**config.mk**
```make
export PLATFORM = sky130hd
export DESIGN_NAME = mem_arbiter_flat
export DESIGN_NICKNAME = d
export VERILOG_FILES = /design/src/logic/dma_pkg.sv /design/src/logic/mem_bus_if.sv /design/src/logic/mem_arbiter.sv /design/src/flat_wrapper.sv
export SDC_FILE = /design/constraint.sdc
export NUM_CORES = 1
export LEC_CHECK = 0
export ABC_AREA = 1
export ABC_CLOCK_PERIOD_IN_PS = 2000
export CORE_AREA = 8 8 109 111
export CTS_CLUSTER_DIAMETER = 200
export CTS_CLUSTER_SIZE = 14
export DETAILED_ROUTE_END_ITERATION = 6
export DIE_AREA = 0 0 117 119
export DONT_BUFFER_PORTS = 1
export SLEW_MARGIN = 20
export SYNTH_ARGS = -nofsm -noshare
export SYNTH_HDL_FRONTEND = slang
export SYNTH_SLANG_ARGS = --single-unit
```
**constraint.sdc**
```tcl
create_clock -name clk -period 2 [get_ports clk]
set_input_delay 0.2 -clock clk [delete_from_list [all_inputs] [get_ports clk]]
set_output_delay 0.2 -clock clk [all_outputs]
set_load 0.02 [all_outputs]
```
**src/logic/dma_pkg.sv**
```systemverilog
// copy subsystem shared widths, SRAM timing, engine states and address decode
package dma_pkg;

    localparam int dwidth = 32;
    localparam int awidth = 32;
    localparam int len_width = 16;
    localparam int bytes_per_word = dwidth / 8;

    // SRAM geometry and access timing
    localparam int sram_words = 256;
    localparam int word_idx_width = $clog2(sram_words);
    localparam int byte_off_width = $clog2(bytes_per_word);
    localparam int wait_states = 2;
    localparam int wait_cnt_width = $clog2(wait_states + 1);
    localparam logic [wait_cnt_width-1:0] wait_last = wait_cnt_width'(wait_states);

    // arbiter owner codes
    localparam logic [1:0] own_none = 2'd0;
    localparam logic [1:0] own_dma  = 2'd1;
    localparam logic [1:0] own_host = 2'd2;

    typedef enum logic [2:0] {
        st_idle  = 3'd0,
        st_read  = 3'd1,
        st_write = 3'd2,
        st_step  = 3'd3,
        st_done  = 3'd4
    } dma_state_t;

    // byte address, whole or split into word index and byte offset
    typedef union packed {
        logic [awidth-1:0] raw;
        struct packed {
            logic [awidth-word_idx_width-byte_off_width-1:0] unused;
            logic [word_idx_width-1:0]                       word_idx;
            logic [byte_off_width-1:0]                       byte_off;
        } fields;
    } mem_addr_u;

endpackage
```
**src/logic/mem_bus_if.sv**
```systemverilog
// single request/ready memory port between a requester and a responder
`timescale 1ns/10ps

interface mem_bus_if;

    dma_pkg::mem_addr_u          addr;
    logic [dma_pkg::dwidth-1:0]  wdata;
    logic                        rd;
    logic                        wr;
    logic [dma_pkg::dwidth-1:0]  rdata;
    logic                        ready;

    // request held until the cycle with ready high
    modport requester (
        output addr,
        output wdata,
        output rd,
        output wr,
        input  rdata,
        input  ready
    );

    modport responder (
        input  addr,
        input  wdata,
        input  rd,
        input  wr,
        output rdata,
        output ready
    );

endinterface

```
**src/logic/mem_arbiter.sv**
```systemverilog
// SRAM arbiter between the DMA engine and the host port, grant held per access
`timescale 1ns/10ps

module mem_arbiter (
    input  logic                        clk,
    input  logic                        rst_n,
    input  logic                        dma_busy,
    mem_bus_if.responder                dma,
    mem_bus_if.requester                sram,
    input  logic [dma_pkg::awidth-1:0]  host_addr,
    input  logic [dma_pkg::dwidth-1:0]  host_wdata,
    input  logic                        host_rd,
    input  logic                        host_wr,
    output logic [dma_pkg::dwidth-1:0]  host_rdata,
    output logic                        host_ready
);

    logic [1:0] owner;
    logic [1:0] sel;
    logic       dma_req;
    logic       host_req;

    assign dma_req  = dma.rd | dma.wr;
    // host locked out for the whole copy
    assign host_req = (host_rd | host_wr) & ~dma_busy;

    // current owner keeps the SRAM, otherwise DMA first
    always_comb begin
        if (owner != dma_pkg::own_none) begin
            sel = owner;
        end else if (dma_req) begin
            sel = dma_pkg::own_dma;
        end else if (host_req) begin
            sel = dma_pkg::own_host;
        end else begin
            sel = dma_pkg::own_none;
        end
    end

    always_ff @(posedge clk or negedge rst_n) begin
        if (!rst_n) begin
            owner <= dma_pkg::own_none;
        end else if (sram.ready) begin
            owner <= dma_pkg::own_none;
        end else begin
            owner <= sel;
        end
    end

    always_comb begin
        sram.addr.raw = dma.addr.raw;
        sram.wdata    = dma.wdata;
        sram.rd       = 1'b0;
        sram.wr       = 1'b0;
        if (sel == dma_pkg::own_dma) begin
            sram.rd = dma.rd;
            sram.wr = dma.wr;
        end else if (sel == dma_pkg::own_host) begin
            sram.addr.raw = host_addr;
            sram.wdata    = host_wdata;
            sram.rd       = host_rd;
            sram.wr       = host_wr;
        end
    end

    assign dma.rdata  = sram.rdata;
    assign host_rdata = sram.rdata;
    assign dma.ready  = sram.ready && (sel == dma_pkg::own_dma);
    assign host_ready = sram.ready && (sel == dma_pkg::own_host);

endmodule

```
**src/flat_wrapper.sv**
```systemverilog
// flat-port wrapper written by rule: the top's interface ports become plain ports
module mem_arbiter_flat 
  (clk, rst_n, dma_busy, host_addr, host_wdata, host_rd, host_wr, host_rdata, host_ready, dma_addr, dma_wdata, dma_rd, dma_wr, dma_rdata, dma_ready, sram_addr, sram_wdata, sram_rd, sram_wr, sram_rdata, sram_ready);
  mem_bus_if dma_i ();
  mem_bus_if sram_i ();
  input  logic clk;
  input  logic rst_n;
  input  logic dma_busy;
  input  logic [dma_pkg::awidth-1:0] host_addr;
  input  logic [dma_pkg::dwidth-1:0] host_wdata;
  input  logic host_rd;
  input  logic host_wr;
  output logic [dma_pkg::dwidth-1:0] host_rdata;
  output logic host_ready;
  input wire logic [$bits(dma_i.addr)-1:0] dma_addr;
  input wire logic [$bits(dma_i.wdata)-1:0] dma_wdata;
  input wire logic [$bits(dma_i.rd)-1:0] dma_rd;
  input wire logic [$bits(dma_i.wr)-1:0] dma_wr;
  output wire logic [$bits(dma_i.rdata)-1:0] dma_rdata;
  output wire logic [$bits(dma_i.ready)-1:0] dma_ready;
  output wire logic [$bits(sram_i.addr)-1:0] sram_addr;
  output wire logic [$bits(sram_i.wdata)-1:0] sram_wdata;
  output wire logic [$bits(sram_i.rd)-1:0] sram_rd;
  output wire logic [$bits(sram_i.wr)-1:0] sram_wr;
  input wire logic [$bits(sram_i.rdata)-1:0] sram_rdata;
  input wire logic [$bits(sram_i.ready)-1:0] sram_ready;
  assign dma_i.addr = dma_addr;
  assign dma_i.wdata = dma_wdata;
  assign dma_i.rd = dma_rd;
  assign dma_i.wr = dma_wr;
  assign dma_rdata = dma_i.rdata;
  assign dma_ready = dma_i.ready;
  assign sram_addr = sram_i.addr;
  assign sram_wdata = sram_i.wdata;
  assign sram_rd = sram_i.rd;
  assign sram_wr = sram_i.wr;
  assign sram_i.rdata = sram_rdata;
  assign sram_i.ready = sram_ready;
  mem_arbiter u_core (.clk(clk), .rst_n(rst_n), .dma_busy(dma_busy), .dma(dma_i), .sram(sram_i), .host_addr(host_addr), .host_wdata(host_wdata), .host_rd(host_rd), .host_wr(host_wr), .host_rdata(host_rdata), .host_ready(host_ready));
endmodule
```
==> summary.txt, run 1 <==
Floorplanning
  • # rows: 37
  • IO Pins: 300
  • Die Wd: around 120 um
  • Core area: roughly 10000 um^2
  • Starting Density: 0.1570
  • Die Y: 119 um
  • Die area: between 10000 and 15000 um^2

Min path
  • Class of the most critical hold timing path: input port to flop
  • Hold path cells: 1
  • Hold Crit Start: sram_ready
  • Hold Crit Endpoint: u_core.owner[1]

Critical path
  • Critical path fanouts, max: 66
  • Max stage delay cell, worst path: dfrtp_1
  • Most used cell along the critical path: nand3_1
  • Crit path launch type: flop
  • Critical setup path kind: flop to output port
  • R2R Path Start: u_core.owner[0]
  • Slowest stage delay, CP: ~0.37 ns
  • Crit-path cells: nor2_1, nand3_1, nand2_2, buf_12, nand3_1, nand2_1
  • Worst setup EP type: output port
  • Critical R2R Capture: u_core.owner[0]
  • Critical path required time: about 1.8 ns
  • WP data arrival: 1.55 ns
  • Reg2reg path depth: 4
  • Worst reg-to-reg setup slack: 0.96 ns

Finish
  • Most flops, register: u_core.owner
  • Area Overhead vs Synth: -21.09%
  • Regs by FF count: u_core.owner (2)
  • Layout fillers: 1200
  • Layout cell share with drive strength beyond 1: 0.05702
  • Post-Layout Cell Count: 364
  • N_diodes: 0
  • Max reg flops: 2
  • Net count, final: between 300 and 400

Logic synthesis
  • Synthesis-stage register bit count: 2
  • Post-synthesis compound-gate area fraction: 0.009479
  • Simple-gate share of the synthesized area: 0.5482
  • Synth area leaders: buf_4, nand2_1, nand3_1
  • Post-synth cell types: 16
  • Synth area leader: buf_4
  • Largest family of logic cells by synthesized area: simple AND/OR/NAND/NOR gates
  • Gate Count Post-Synth: approximately 300
  • YS warnings: 0
  • Synth Net Count: about 470
  • Synth top area share: 0.3270
  • Avg Cell Area, Syn: between 5 and 6 um^2
  • Sequential share of the synthesized area: 0.03160
  • Post-Syn Area: roughly 1600 um^2
  • Post-synthesis mux area share: 0
  • Adder-cell share of the synthesized area: 0
  • Post-synthesis xor/xnor area fraction: 0

Placement
  • Placed Cells: 360
  • GP Congestion: ~0.7
  • Hpwl dp: slightly above 5 mm
  • # port buffers: 0

Clocking
  • Root Buffer: clkbuf_8
  • CTS tree: yes
  • Clock transition at path regs: approximately 0.03 ns
  • Num CTS Buffers: 3
  • Post-CTS resize count: 0
  • Clk buf depth: 2
  • Num Clock Sinks: 2
  • Cts hold-fix bufs: 1
  • Setup bufs post-CTS: 0
  • Worst-Skew Late Latency: 0.21 ns
  • CTS H-tree depth: 1

STA
  • Tmin final: around 1.7 ns
  • Slew HR: 0.7355
  • Clk_skew: 0.002326 ns
  • Final setup viols: 0
  • Final Cycle Share: 0.8735
  • RSZ-0062 raised after global routing: false
  • Final Hold Vio Count: 0
  • Slew @ Worst Pin: 0.3954 ns
  • Worst hold margin: about 0.055 ns
  • Setup_tns: 0 ns
  • Max Clk Rate: approximately 0.57 GHz
  • Slew Viols, Final: 0

Power
  • Static leakage: 0.6960 nW
  • P per Cell Area: between 400 and 500 nW/um^2
  • Max rail drop VDD: 0.1427 mV
  • Total power: approximately 0.00057 W

Route
  • Drt first pass iters: 4
  • Routed Antenna Nets: 0
  • Residual DRC: 0
  • Routed len/inst: 16.05 um
  • DR iter-0 viols: 69
  • Avg Vias per Cell: about 4.3
  • Total number of vias: 1562
  • Final wirelength: just under 6 mm

Global routing
  • Largest net degree at the start of global routing: 67
  • First-pass GRT wire length: 7.969 mm
  • Total track usage: 0.07029
  • Initial antenna violation count: 0
  • Vias in the first global route: 1547
  • GR Overflow Total: 0

Job
  • Max-cap viol count: 0

Status
  • Status: complete, no violations
## cells in the mapped netlist
master and n:
dfrtp_1 2, buf_4 69, a21oi_1 2, nand2_1 134
nand2_2 1, clkbuf_1 5, buf_2 4, clkinv_1 1
and2_1 1, o21ai_0 1, buf_6 6, nand3_1 67
nor2_2 1, buf_1 1, inv_1 5, nor2_1 3
## how the worst max path moves through the flow
stage | from | to | slack [ns] | depth (start not counted)
after floorplan | u_core.owner[0] | sram_wdata[13] | 0.63 | 5
after global placement | u_core.owner[0] | sram_wdata[20] | 0.51 | 6
after detailed placement | u_core.owner[0] | sram_addr[5] | 0.48 | 6
after CTS | u_core.owner[0] | sram_addr[5] | 0.25 | 6
after global routing | u_core.owner[0] | sram_wdata[11] | 0.14 | 6
final | u_core.owner[0] | sram_addr[5] | 0.25 | 6
## critical path, delay by kind of cell (launching register included)
family / cells / cell delay [ns]
flops: 1 / 0.37
simple gates: 5 / 0.66
buf+inv: 1 / 0.26
## cell usage in the layout (no fill, tap or decap)
master,count
inv_2,1
nand2_1,133
clkbuf_8,3
dfrtp_1,2
nor2_2,1
buf_4,4
nand3_1,67
nand2_2,2
dlygate4sd3_1,1
nor2_1,3
inv_1,5
o21ai_0,1
a21oi_1,2
buf_12,2
and2_1,1
## final cells by class
type | count | area, um^2 | area share
clock buffer | 3 | 41.29 | 0.03303
inverter | 6 | 22.52 | 0.01802
timing repair buffer | 7 | 80.08 | 0.06406
tap | 136 | 170.2 | 0.1361
multi-input combinational | 210 | 885.9 | 0.7087
sequential | 2 | 50.05 | 0.04004
## routing by layer
metal  track usage  wire (um)
met1       0.05953       1829
met2        0.1351       3035
met3       0.02880        812
met4       0.03603        167
met5             0          0
## cell families after synthesis
| group | after synthesis |
|---|---|
| AOI/OAI and AO/OA | 3 |
| DFF | 2 |
| buffers and inverters | 91 |
| and+or+nand+nor | 207 |
## per-stage QoR
step	cell area [um^2]	worst slack, ns	utilization
after floorplan	1584	0.6282	-
after global placement	1199	0.5142	0.1188
after detailed placement	1199	0.4793	0.1188
after CTS	1250	0.2529	0.1239
after global routing	1250	0.1374	0.1239
final	1250	0.2529	0.1239
## power breakdown
part           internal, W  switching, W  total (W)
combinational    0.0000728      0.000301   0.000374
sequential       0.0000431    0.00000149  0.0000446
clock             0.000127     0.0000295   0.000156
Power figures use the tool's default switching activity.
==> inputs of run 2 (changes only) <==
--- a/config.mk
+++ b/config.mk
@@ -7,12 +7,13 @@
 export LEC_CHECK = 0
 export ABC_AREA = 1
 export ABC_CLOCK_PERIOD_IN_PS = 2000
-export CORE_AREA = 8 8 109 111
+export CORE_AREA = 10 10 108 110
 export CTS_CLUSTER_DIAMETER = 200
 export CTS_CLUSTER_SIZE = 14
 export DETAILED_ROUTE_END_ITERATION = 6
-export DIE_AREA = 0 0 117 119
+export DIE_AREA = 0 0 118 120
 export DONT_BUFFER_PORTS = 1
+export MAX_ROUTING_LAYER = met4
 export SLEW_MARGIN = 20
 export SYNTH_ARGS = -nofsm -noshare
 export SYNTH_HDL_FRONTEND = slang
==> summary.txt, run 2 (synthesis gave the netlist of run 1 again) <==
Critical path
  • Crit path launch type: flop (unchanged)
  • Critical setup path kind: flop to output port (unchanged)
  • Critical path required time: 1.80 ns (about the same)
  • Crit-path cells: nor2_1, nand3_1, nand2_2, nand2_2, buf_4, nand2_1, nand2_1 (was nor2_1, nand3_1, nand2_2, buf_12, nand3_1, nand2_1)
  • Slowest stage delay, CP: 0.35 ns (was 0.37 ns)
  • Max stage delay cell, worst path: dfrtp_1 (unchanged)
  • Critical Path Source: u_core.owner[0] (unchanged)
  • Worst reg-to-reg setup slack: 0.92 ns (was 0.96 ns)
  • Crit path capture: sram_addr[2] (was sram_addr[5])
  • Critical R2R Capture: u_core.owner[0] (unchanged)
  • Critical path fanouts, max: 40 (was 66)
  • WP data arrival: 1.62 ns (was 1.55 ns)
  • R2R Path Start: u_core.owner[0] (unchanged)
  • Reg2reg path depth: 3 (was 4)
  • Worst setup EP type: output port (unchanged)

Route
  • Final wirelength: 6.921 mm (was 5.844 mm)
  • Routed Antenna Nets: 0 (unchanged)
  • Drt first pass iters: 4 (unchanged)
  • Residual DRC: 0 (unchanged)
  • Routed len/inst: 19.12 um (was 16.05 um)
  • Avg Vias per Cell: 4.459 (was 4.291)
  • DR iter-0 viols: 71 (was 69)
  • Total number of vias: 1614 (was 1562)

Global routing
  • First-pass GRT wire length: 9.653 mm (was 7.969 mm)
  • Total track usage: 0.08442 (was 0.07029)
  • GR Overflow Total: 0 (unchanged)
  • Largest net degree at the start of global routing: 67 (unchanged)
  • Vias in the first global route: 1719 (was 1547)
  • Initial antenna violation count: 1 (was 0)

Floorplanning
  • Die area: 14160 um^2 (was 13920 um^2)
  • IO Pins: 300 (unchanged)
  • # rows: 36 (was 37)
  • Die Wd: 118 um (was 117 um)
  • Die Y: 120 um (was 119 um)
  • Starting Density: 0.1659 (was 0.1570)
  • Core area: 9549 um^2 (was 10090 um^2)

Clocking
  • CTS tree: yes (unchanged)
  • CTS H-tree depth: 1 (unchanged)
  • Clk buf depth: 2 (unchanged)
  • Setup bufs post-CTS: 0 (unchanged)
  • Num Clock Sinks: 2 (unchanged)
  • Worst-Skew Late Latency: 0.21 ns (about the same)
  • Num CTS Buffers: 3 (unchanged)
  • Clock transition at path regs: 0.03 ns (about the same)
  • Root Buffer: clkbuf_8 (unchanged)
  • Post-CTS resize count: 0 (unchanged)
  • Cts hold-fix bufs: 1 (unchanged)

STA
  • Final setup viols: 0 (unchanged)
  • RSZ-0062 raised after global routing: false (unchanged)
  • Tmin final: 1.816 ns (was 1.747 ns)
  • Max Clk Rate: 0.5507 GHz (was 0.5724 GHz)
  • Final Hold Vio Count: 0 (unchanged)
  • Slew @ Worst Pin: 0.3886 ns (was 0.3954 ns)
  • Slew Viols, Final: 0 (unchanged)
  • Final Cycle Share: 0.9080 (was 0.8735)
  • Clk_skew: 0.001036 ns (was 0.002326 ns)
  • Slew HR: 0.7400 (was 0.7355)
  • Setup_tns: 0 ns (unchanged)

Placement
  • Hpwl dp: 6.003 mm (was 5.026 mm)
  • # port buffers: 0 (unchanged)
  • Placed Cells: 357 (was 360)
  • GP Congestion: 0.8016 (was 0.7026)

Finish
  • Max reg flops: 2 (unchanged)
  • Regs by FF count: u_core.owner (2) (unchanged)
  • Layout fillers: 1124 (was 1200)
  • Most flops, register: u_core.owner (unchanged)
  • Multi-input logic area: 885.9 um^2 (unchanged)
  • Layout cell share with drive strength beyond 1: 0.05702 (unchanged)
  • Area Overhead vs Synth: -21.96% (was -21.09%)
  • Net count, final: 398 (unchanged)
  • Most frequent cells in the layout: nand2_1, nand3_1, inv_1, buf_4 (was nand2_1, nand3_1, inv_1)
  • Leading cell type in the layout, fill and taps excluded: nand2_1 (unchanged)
  • Post-Layout Cell Count: 362 (was 364)
  • Util after Layout: 0.1295 (was 0.1239)
  • Reg area: 50.05 um^2 (unchanged)

Power
  • P per Cell Area: 467.3 nW/um^2 (was 459.7 nW/um^2)
  • Static leakage: 0.6911 nW (was 0.6960 nW)
  • Max rail drop VDD: 0.1534 mV (was 0.1427 mV)

Min path
  • Class of the most critical hold timing path: input port to flop (unchanged)

Job
  • Max-cap viol count: 0 (unchanged)

Status
  • Status: complete, no violations (unchanged)
## run 2: cell count changes in the layout (fill, tap and decap cells not counted)
cell	delta
diode_2	+1
buf_4	+1
buf_12	-1
## run 2: metal layers
layer  part of all wire  vias to the layer above  wire length, um  track usage
met3               0.11                       47              729      0.02813
li1                   -                      741                -            -
met2               0.52                      148             3616       0.1586
met5                  0                        -                0            -
met4              0.044                        0              307      0.04791
met1               0.33                      678             2268      0.07257
## run 2: final cells by class
| type | instances | share of cell area |
|---|---|---|
| Multi-Input combinational cell | 210 | 0.7166 |
| Tap cell | 133 | 0.1346 |
| Timing Repair Buffer | 7 | 0.05466 |
| Sequential cell | 2 | 0.04049 |
| Clock buffer | 3 | 0.03340 |
| Inverter | 6 | 0.01822 |
| Antenna cell | 1 | 0.002024 |
## run 2: report_power, final
| group | internal [W] | switching [W] | total, W |
|---|---|---|---|
| registers | 0.0000431 | 0.00000178 | 0.0000449 |
| clock network | 0.000127 | 0.0000313 | 0.000158 |
| logic | 0.0000685 | 0.000306 | 0.000374 |
| total | 0.000239 | 0.000339 | 0.000578 |
## run 2: metrics by stage
step	worst slack [ns]	total power, W	area [um^2]	hold WS, ns
floorplan	0.6282	0.0005667	1584	-0.09559
global placement	0.4093	0.0004210	1182	-0.09552
detailed placement	0.3982	0.0004230	1182	-0.09552
CTS	0.1739	0.0005870	1234	0.04891
global route	0.07738	0.0006208	1236	0.04345
finish	0.1841	0.0005776	1236	0.05118
## run 2: critical path: cells and delay by family (launching register included)
family,cells,cell delay [ns]
DFF,1,0.35
buffers and inverters,1,0.34
and+or+nand+nor,6,0.69
## run 2: how the worst min path moves through the flow
stage               startpoint  cells after the start  slack [ns]               to
floorplan                rst_n                      0        -0.1  u_core.owner[0]
global placement         rst_n                      0        -0.1  u_core.owner[1]
detailed placement       rst_n                      0        -0.1  u_core.owner[1]
CTS                 sram_ready                      1        0.05  u_core.owner[1]
global route        sram_ready                      1        0.04  u_core.owner[1]
finish              sram_ready                      1        0.05  u_core.owner[1]
==> inputs of run 3 (changes only) <==
--- a/config.mk
+++ b/config.mk
@@ -5,13 +5,12 @@
 export SDC_FILE = /design/constraint.sdc
 export NUM_CORES = 1
 export LEC_CHECK = 0
-export ABC_AREA = 1
 export ABC_CLOCK_PERIOD_IN_PS = 2000
-export CORE_AREA = 10 10 108 110
+export CORE_AREA = 10 10 107 109
 export CTS_CLUSTER_DIAMETER = 200
 export CTS_CLUSTER_SIZE = 14
 export DETAILED_ROUTE_END_ITERATION = 6
-export DIE_AREA = 0 0 118 120
+export DIE_AREA = 0 0 117 119
 export DONT_BUFFER_PORTS = 1
 export MAX_ROUTING_LAYER = met4
 export SLEW_MARGIN = 20
==> summary.txt, run 3 <==
Route
  • M1 WL: 2.196 mm (was 2.268 mm)
  • Max Used Layer: met4 (unchanged)
  • DR iter-0 viols: 37 (was 71)
  • Final wirelength: 7.677 mm (was 6.921 mm)
  • Residual DRC: 0 (unchanged)
  • Drt first pass iters: 4 (unchanged)
  • Avg Vias per Cell: 4.509 (was 4.459)
  • Total number of vias: 965 (was 1614)
  • DR WL met2: 3.898 mm (was 3.616 mm)
  • Routed Antenna Nets: 0 (unchanged)
  • Routed length on met3: 1.412 mm (was 729 um)
  • Routed len/inst: 35.87 um (was 19.12 um)

Placement
  • # port buffers: 0 (unchanged)
  • GP Congestion: 0.6749 (was 0.8016)
  • Pre-CTS WS: -0.05932 ns (was 0.3982 ns)
  • Placed Cells: 199 (was 357)
  • DP Area: 1184 um^2 (was 1182 um^2)

Floorplanning
  • Die area: 13920 um^2 (was 14160 um^2)
  • Die Y: 119 um (was 120 um)
  • Die Wd: 117 um (was 118 um)
  • # rows: 36 (unchanged)
  • Starting Density: 0.1538 (was 0.1659)
  • Core area: 9459 um^2 (was 9549 um^2)
  • IO Pins: 300 (unchanged)

Job
  • Max-cap viol count: 0 (unchanged)

Critical path
  • Critical setup path kind: flop to output port (unchanged)
  • Worst reg-to-reg setup slack: 0.80 ns (was 0.92 ns)
  • Crit-path cells: or2_4, o41ai_4, buf_4, buf_6, buf_16, mux2_4 (was nor2_1, nand3_1, nand2_2, nand2_2, buf_4, nand2_1, nand2_1)
  • Worst Path Buf+Inv: 3 (was 1)
  • Crit path launch type: flop (unchanged)
  • Cell depth of the worst setup path: 6 (was 7)
  • Critical path fanouts, max: 6 (was 40)
  • Crit path max-delay family: buffers and inverters (was simple AND/OR/NAND/NOR gates)
  • Worst setup EP type: output port (unchanged)
  • Critical path required time: 1.80 ns (about the same)
  • Slowest stage delay, CP: 0.36 ns (was 0.35 ns)
  • Reg2reg path depth: 4 (was 3)
  • WP data arrival: 1.91 ns (was 1.62 ns)
  • Max stage delay cell, worst path: dfrtp_1 (unchanged)

Logic synthesis
  • Post-synth ARST share: 1.000 (unchanged)
  • Synth area leaders: mux2_2, buf_4, mux2_1 (was buf_4, nand2_1, nand3_1)
  • Avg Cell Area, Syn: 9.511 um^2 (was 5.228 um^2)
  • Synth cell count leaders: buf_4, mux2_2, mux2_1, buf_6, o21ai_0 (was nand2_1, buf_4, nand3_1, buf_6)
  • Gate Count Post-Synth: 153 (was 303)
  • Synth area leader: mux2_2 (was buf_4)
  • Post-Syn Area: 1455 um^2 (was 1584 um^2)
  • Post-synth cell types: 16 (unchanged)
  • Main synth FF type: dfrtp_1 (unchanged)
  • Sequential share of the synthesized area: 0.03439 (was 0.03160)
  • Synthesis-stage register bit count: 2 (unchanged)
  • EDFF count, synth: 0 (unchanged)
  • YS warnings: 0 (unchanged)
  • Most frequent cell after synthesis: buf_4 (was nand2_1)
  • Synth Net Count: 321 (was 471)
  • Synth top area share: 0.4179 (was 0.3270)

Power
  • Part of the power in registers: 0.069 (was 0.078)
  • Clk pwr share: 0.244 (was 0.274)
  • Static leakage: 0.6329 nW (was 0.6911 nW)
  • P per Cell Area: 424.6 nW/um^2 (was 467.3 nW/um^2)
  • Sw frac: 0.4263 (was 0.5865)
  • Net Switching: 0.0002747 W (was 0.0003388 W)
  • Pint: 0.0003697 W (was 0.0002389 W)
  • Total power: 0.0006444 W (was 0.0005776 W)
  • Max rail drop VDD: 0.1306 mV (was 0.1534 mV)
  • Comb pwr share: 0.688 (was 0.648)

Clocking
  • CTS H-tree depth: 1 (unchanged)
  • Num Clock Sinks: 2 (unchanged)
  • Clock transition at path regs: 0.03 ns (about the same)
  • Root Buffer: clkbuf_8 (unchanged)
  • Worst-Skew Late Latency: 0.21 ns (about the same)
  • Clk buf depth: 2 (unchanged)
  • CTS tree: yes (unchanged)
  • Num CTS Buffers: 3 (unchanged)

Finish
  • Util after Layout: 0.1605 (was 0.1295)
  • Area Overhead vs Synth: 4.299% (was -21.96%)
  • Most frequent cells in the layout: mux2_4, mux2_2, buf_4 (was nand2_1, nand3_1, inv_1, buf_4)
  • Post-Layout Cell Count: 214 (was 362)
  • Layout Cell Area excl Fill: 1518 um^2 (was 1236 um^2)
  • Net count, final: 270 (was 398)
  • Regs by FF count: u_core.owner (2) (unchanged)
  • N_diodes: 0 (was 1)
  • Leading cell type in the layout, fill and taps excluded: mux2_4 (was nand2_1)
  • Layout cell share with drive strength beyond 1: 0.8300 (was 0.05702)
  • Most flops, register: u_core.owner (unchanged)
  • Max reg flops: 2 (unchanged)

STA
  • Slew HR: 0.7704 (was 0.7400)
  • Clk_skew: 0.001948 ns (was 0.001036 ns)
  • Slew Viols, Final: 0 (unchanged)
  • RSZ-0062 raised after global routing: true (was false)
  • Slew @ Worst Pin: 0.3432 ns (was 0.3886 ns)
  • Final Hold Vio Count: 0 (unchanged)
  • Final Cycle Share: 1.056 (was 0.9080)
  • Final setup viols: 64 (was 0)
  • Max Clk Rate: 0.4733 GHz (was 0.5507 GHz)
  • Tmin final: 2.113 ns (was 1.816 ns)
  • Final WS setup: -0.1128 ns (was 0.1841 ns)

Global routing
  • GR Overflow Total: 0 (unchanged)
  • Initial antenna violation count: 0 (was 1)
  • Vias in the first global route: 1214 (was 1719)
  • First-pass GRT wire length: 9.563 mm (was 9.653 mm)
  • Total track usage: 0.09475 (was 0.08442)
  • Largest net degree at the start of global routing: 23 (was 67)

Min path
  • Class of the most critical hold timing path: input port to flop (unchanged)
  • Hold path cells: 1 (unchanged)

Status
  • Failing checks: setup timing
  • Status: finished, violations left (was complete, no violations)
-- run 3: final timing paths --
path / endpoint / start
max: sram_wdata[30] / u_core.owner[0]
min: u_core.owner[0] / sram_ready
max reg2reg: u_core.owner[1] / u_core.owner[0]
min reg2reg: u_core.owner[1] / u_core.owner[1]
max in group asynchronous: u_core.owner[1] / rst_n
min in group asynchronous: u_core.owner[0] / rst_n
-- run 3: cell families after synthesis --
logic type             count (synthesis)  share of synthesized area
DFF                                    2                    0.03440
buffers and inverters                 72                     0.3818
muxes                                 64                     0.4953
and+or+nand+nor                        5                    0.02150
AOI/OAI and AO/OA                     10                    0.06707
-- run 3: what timing repair did --
| action | in CTS | in global routing |
|---|---|---|
| hold buffers | 1 | 0 |
| buffers inserted | 6 | 0 |
| hold endpoints to repair | 2 | 0 |
| pin swaps | 1 | 1 |
| cloned | 3 | 2 |
| endpoints found under the setup margin | 64 | 64 |
| resized for setup | 30 | 5 |
-- run 3: power by group through the flow --
stage | combinational, W | sequential, W | clock (W)
finish | 0.000443 | 0.0000444 | 0.000157
global route | 0.000463 | 0.0000447 | 0.000164
CTS | 0.000433 | 0.0000444 | 0.000162
detailed placement | 0.000365 | 0.0000453 | 0
global placement | 0.000364 | 0.0000448 | 0
floorplan | 0.000519 | 0.0000447 | 0
-- run 3: layer usage --
| metal | track usage | vias up |
|---|---|---|
| met3 | 0.06124 | 18 |
| li1 | - | 369 |
| met2 | 0.1671 | 166 |
| met4 | 0.02473 | 0 |
| met1 | 0.08065 | 412 |
| met5 | - | - |
-- run 3: cell type report --
type | count | area (um^2)
Inverter | 2 | 7.507
Clock buffer | 3 | 41.29
Tap cell | 114 | 142.6
Sequential cell | 2 | 50.05
Fill cell | 1031 | 7941
Timing Repair Buffer | 14 | 227.7
Multi-Input combinational cell | 79 | 1049
-- run 3: worst reg2reg max path: cells and delay by family, from the launching register on --
kind | cells | cell delay, ns
AOI/OAI and AO/OA | 1 | 0.16
buffers and inverters | 1 | 0.14
DFF | 1 | 0.36
and+or+nand+nor | 2 | 0.48
-- run 3: metrics by stage --
stage,TNS (ns),hold WS [ns]
2_1_floorplan,-2.359,-0.09559
3_3_place_gp,-0.01453,-0.09530
3_5_place_dp,-1.204,-0.09531
4_1_cts,-8.506,0.05274
5_1_grt,-11.12,0.05251
6_report,-5.944,0.05777
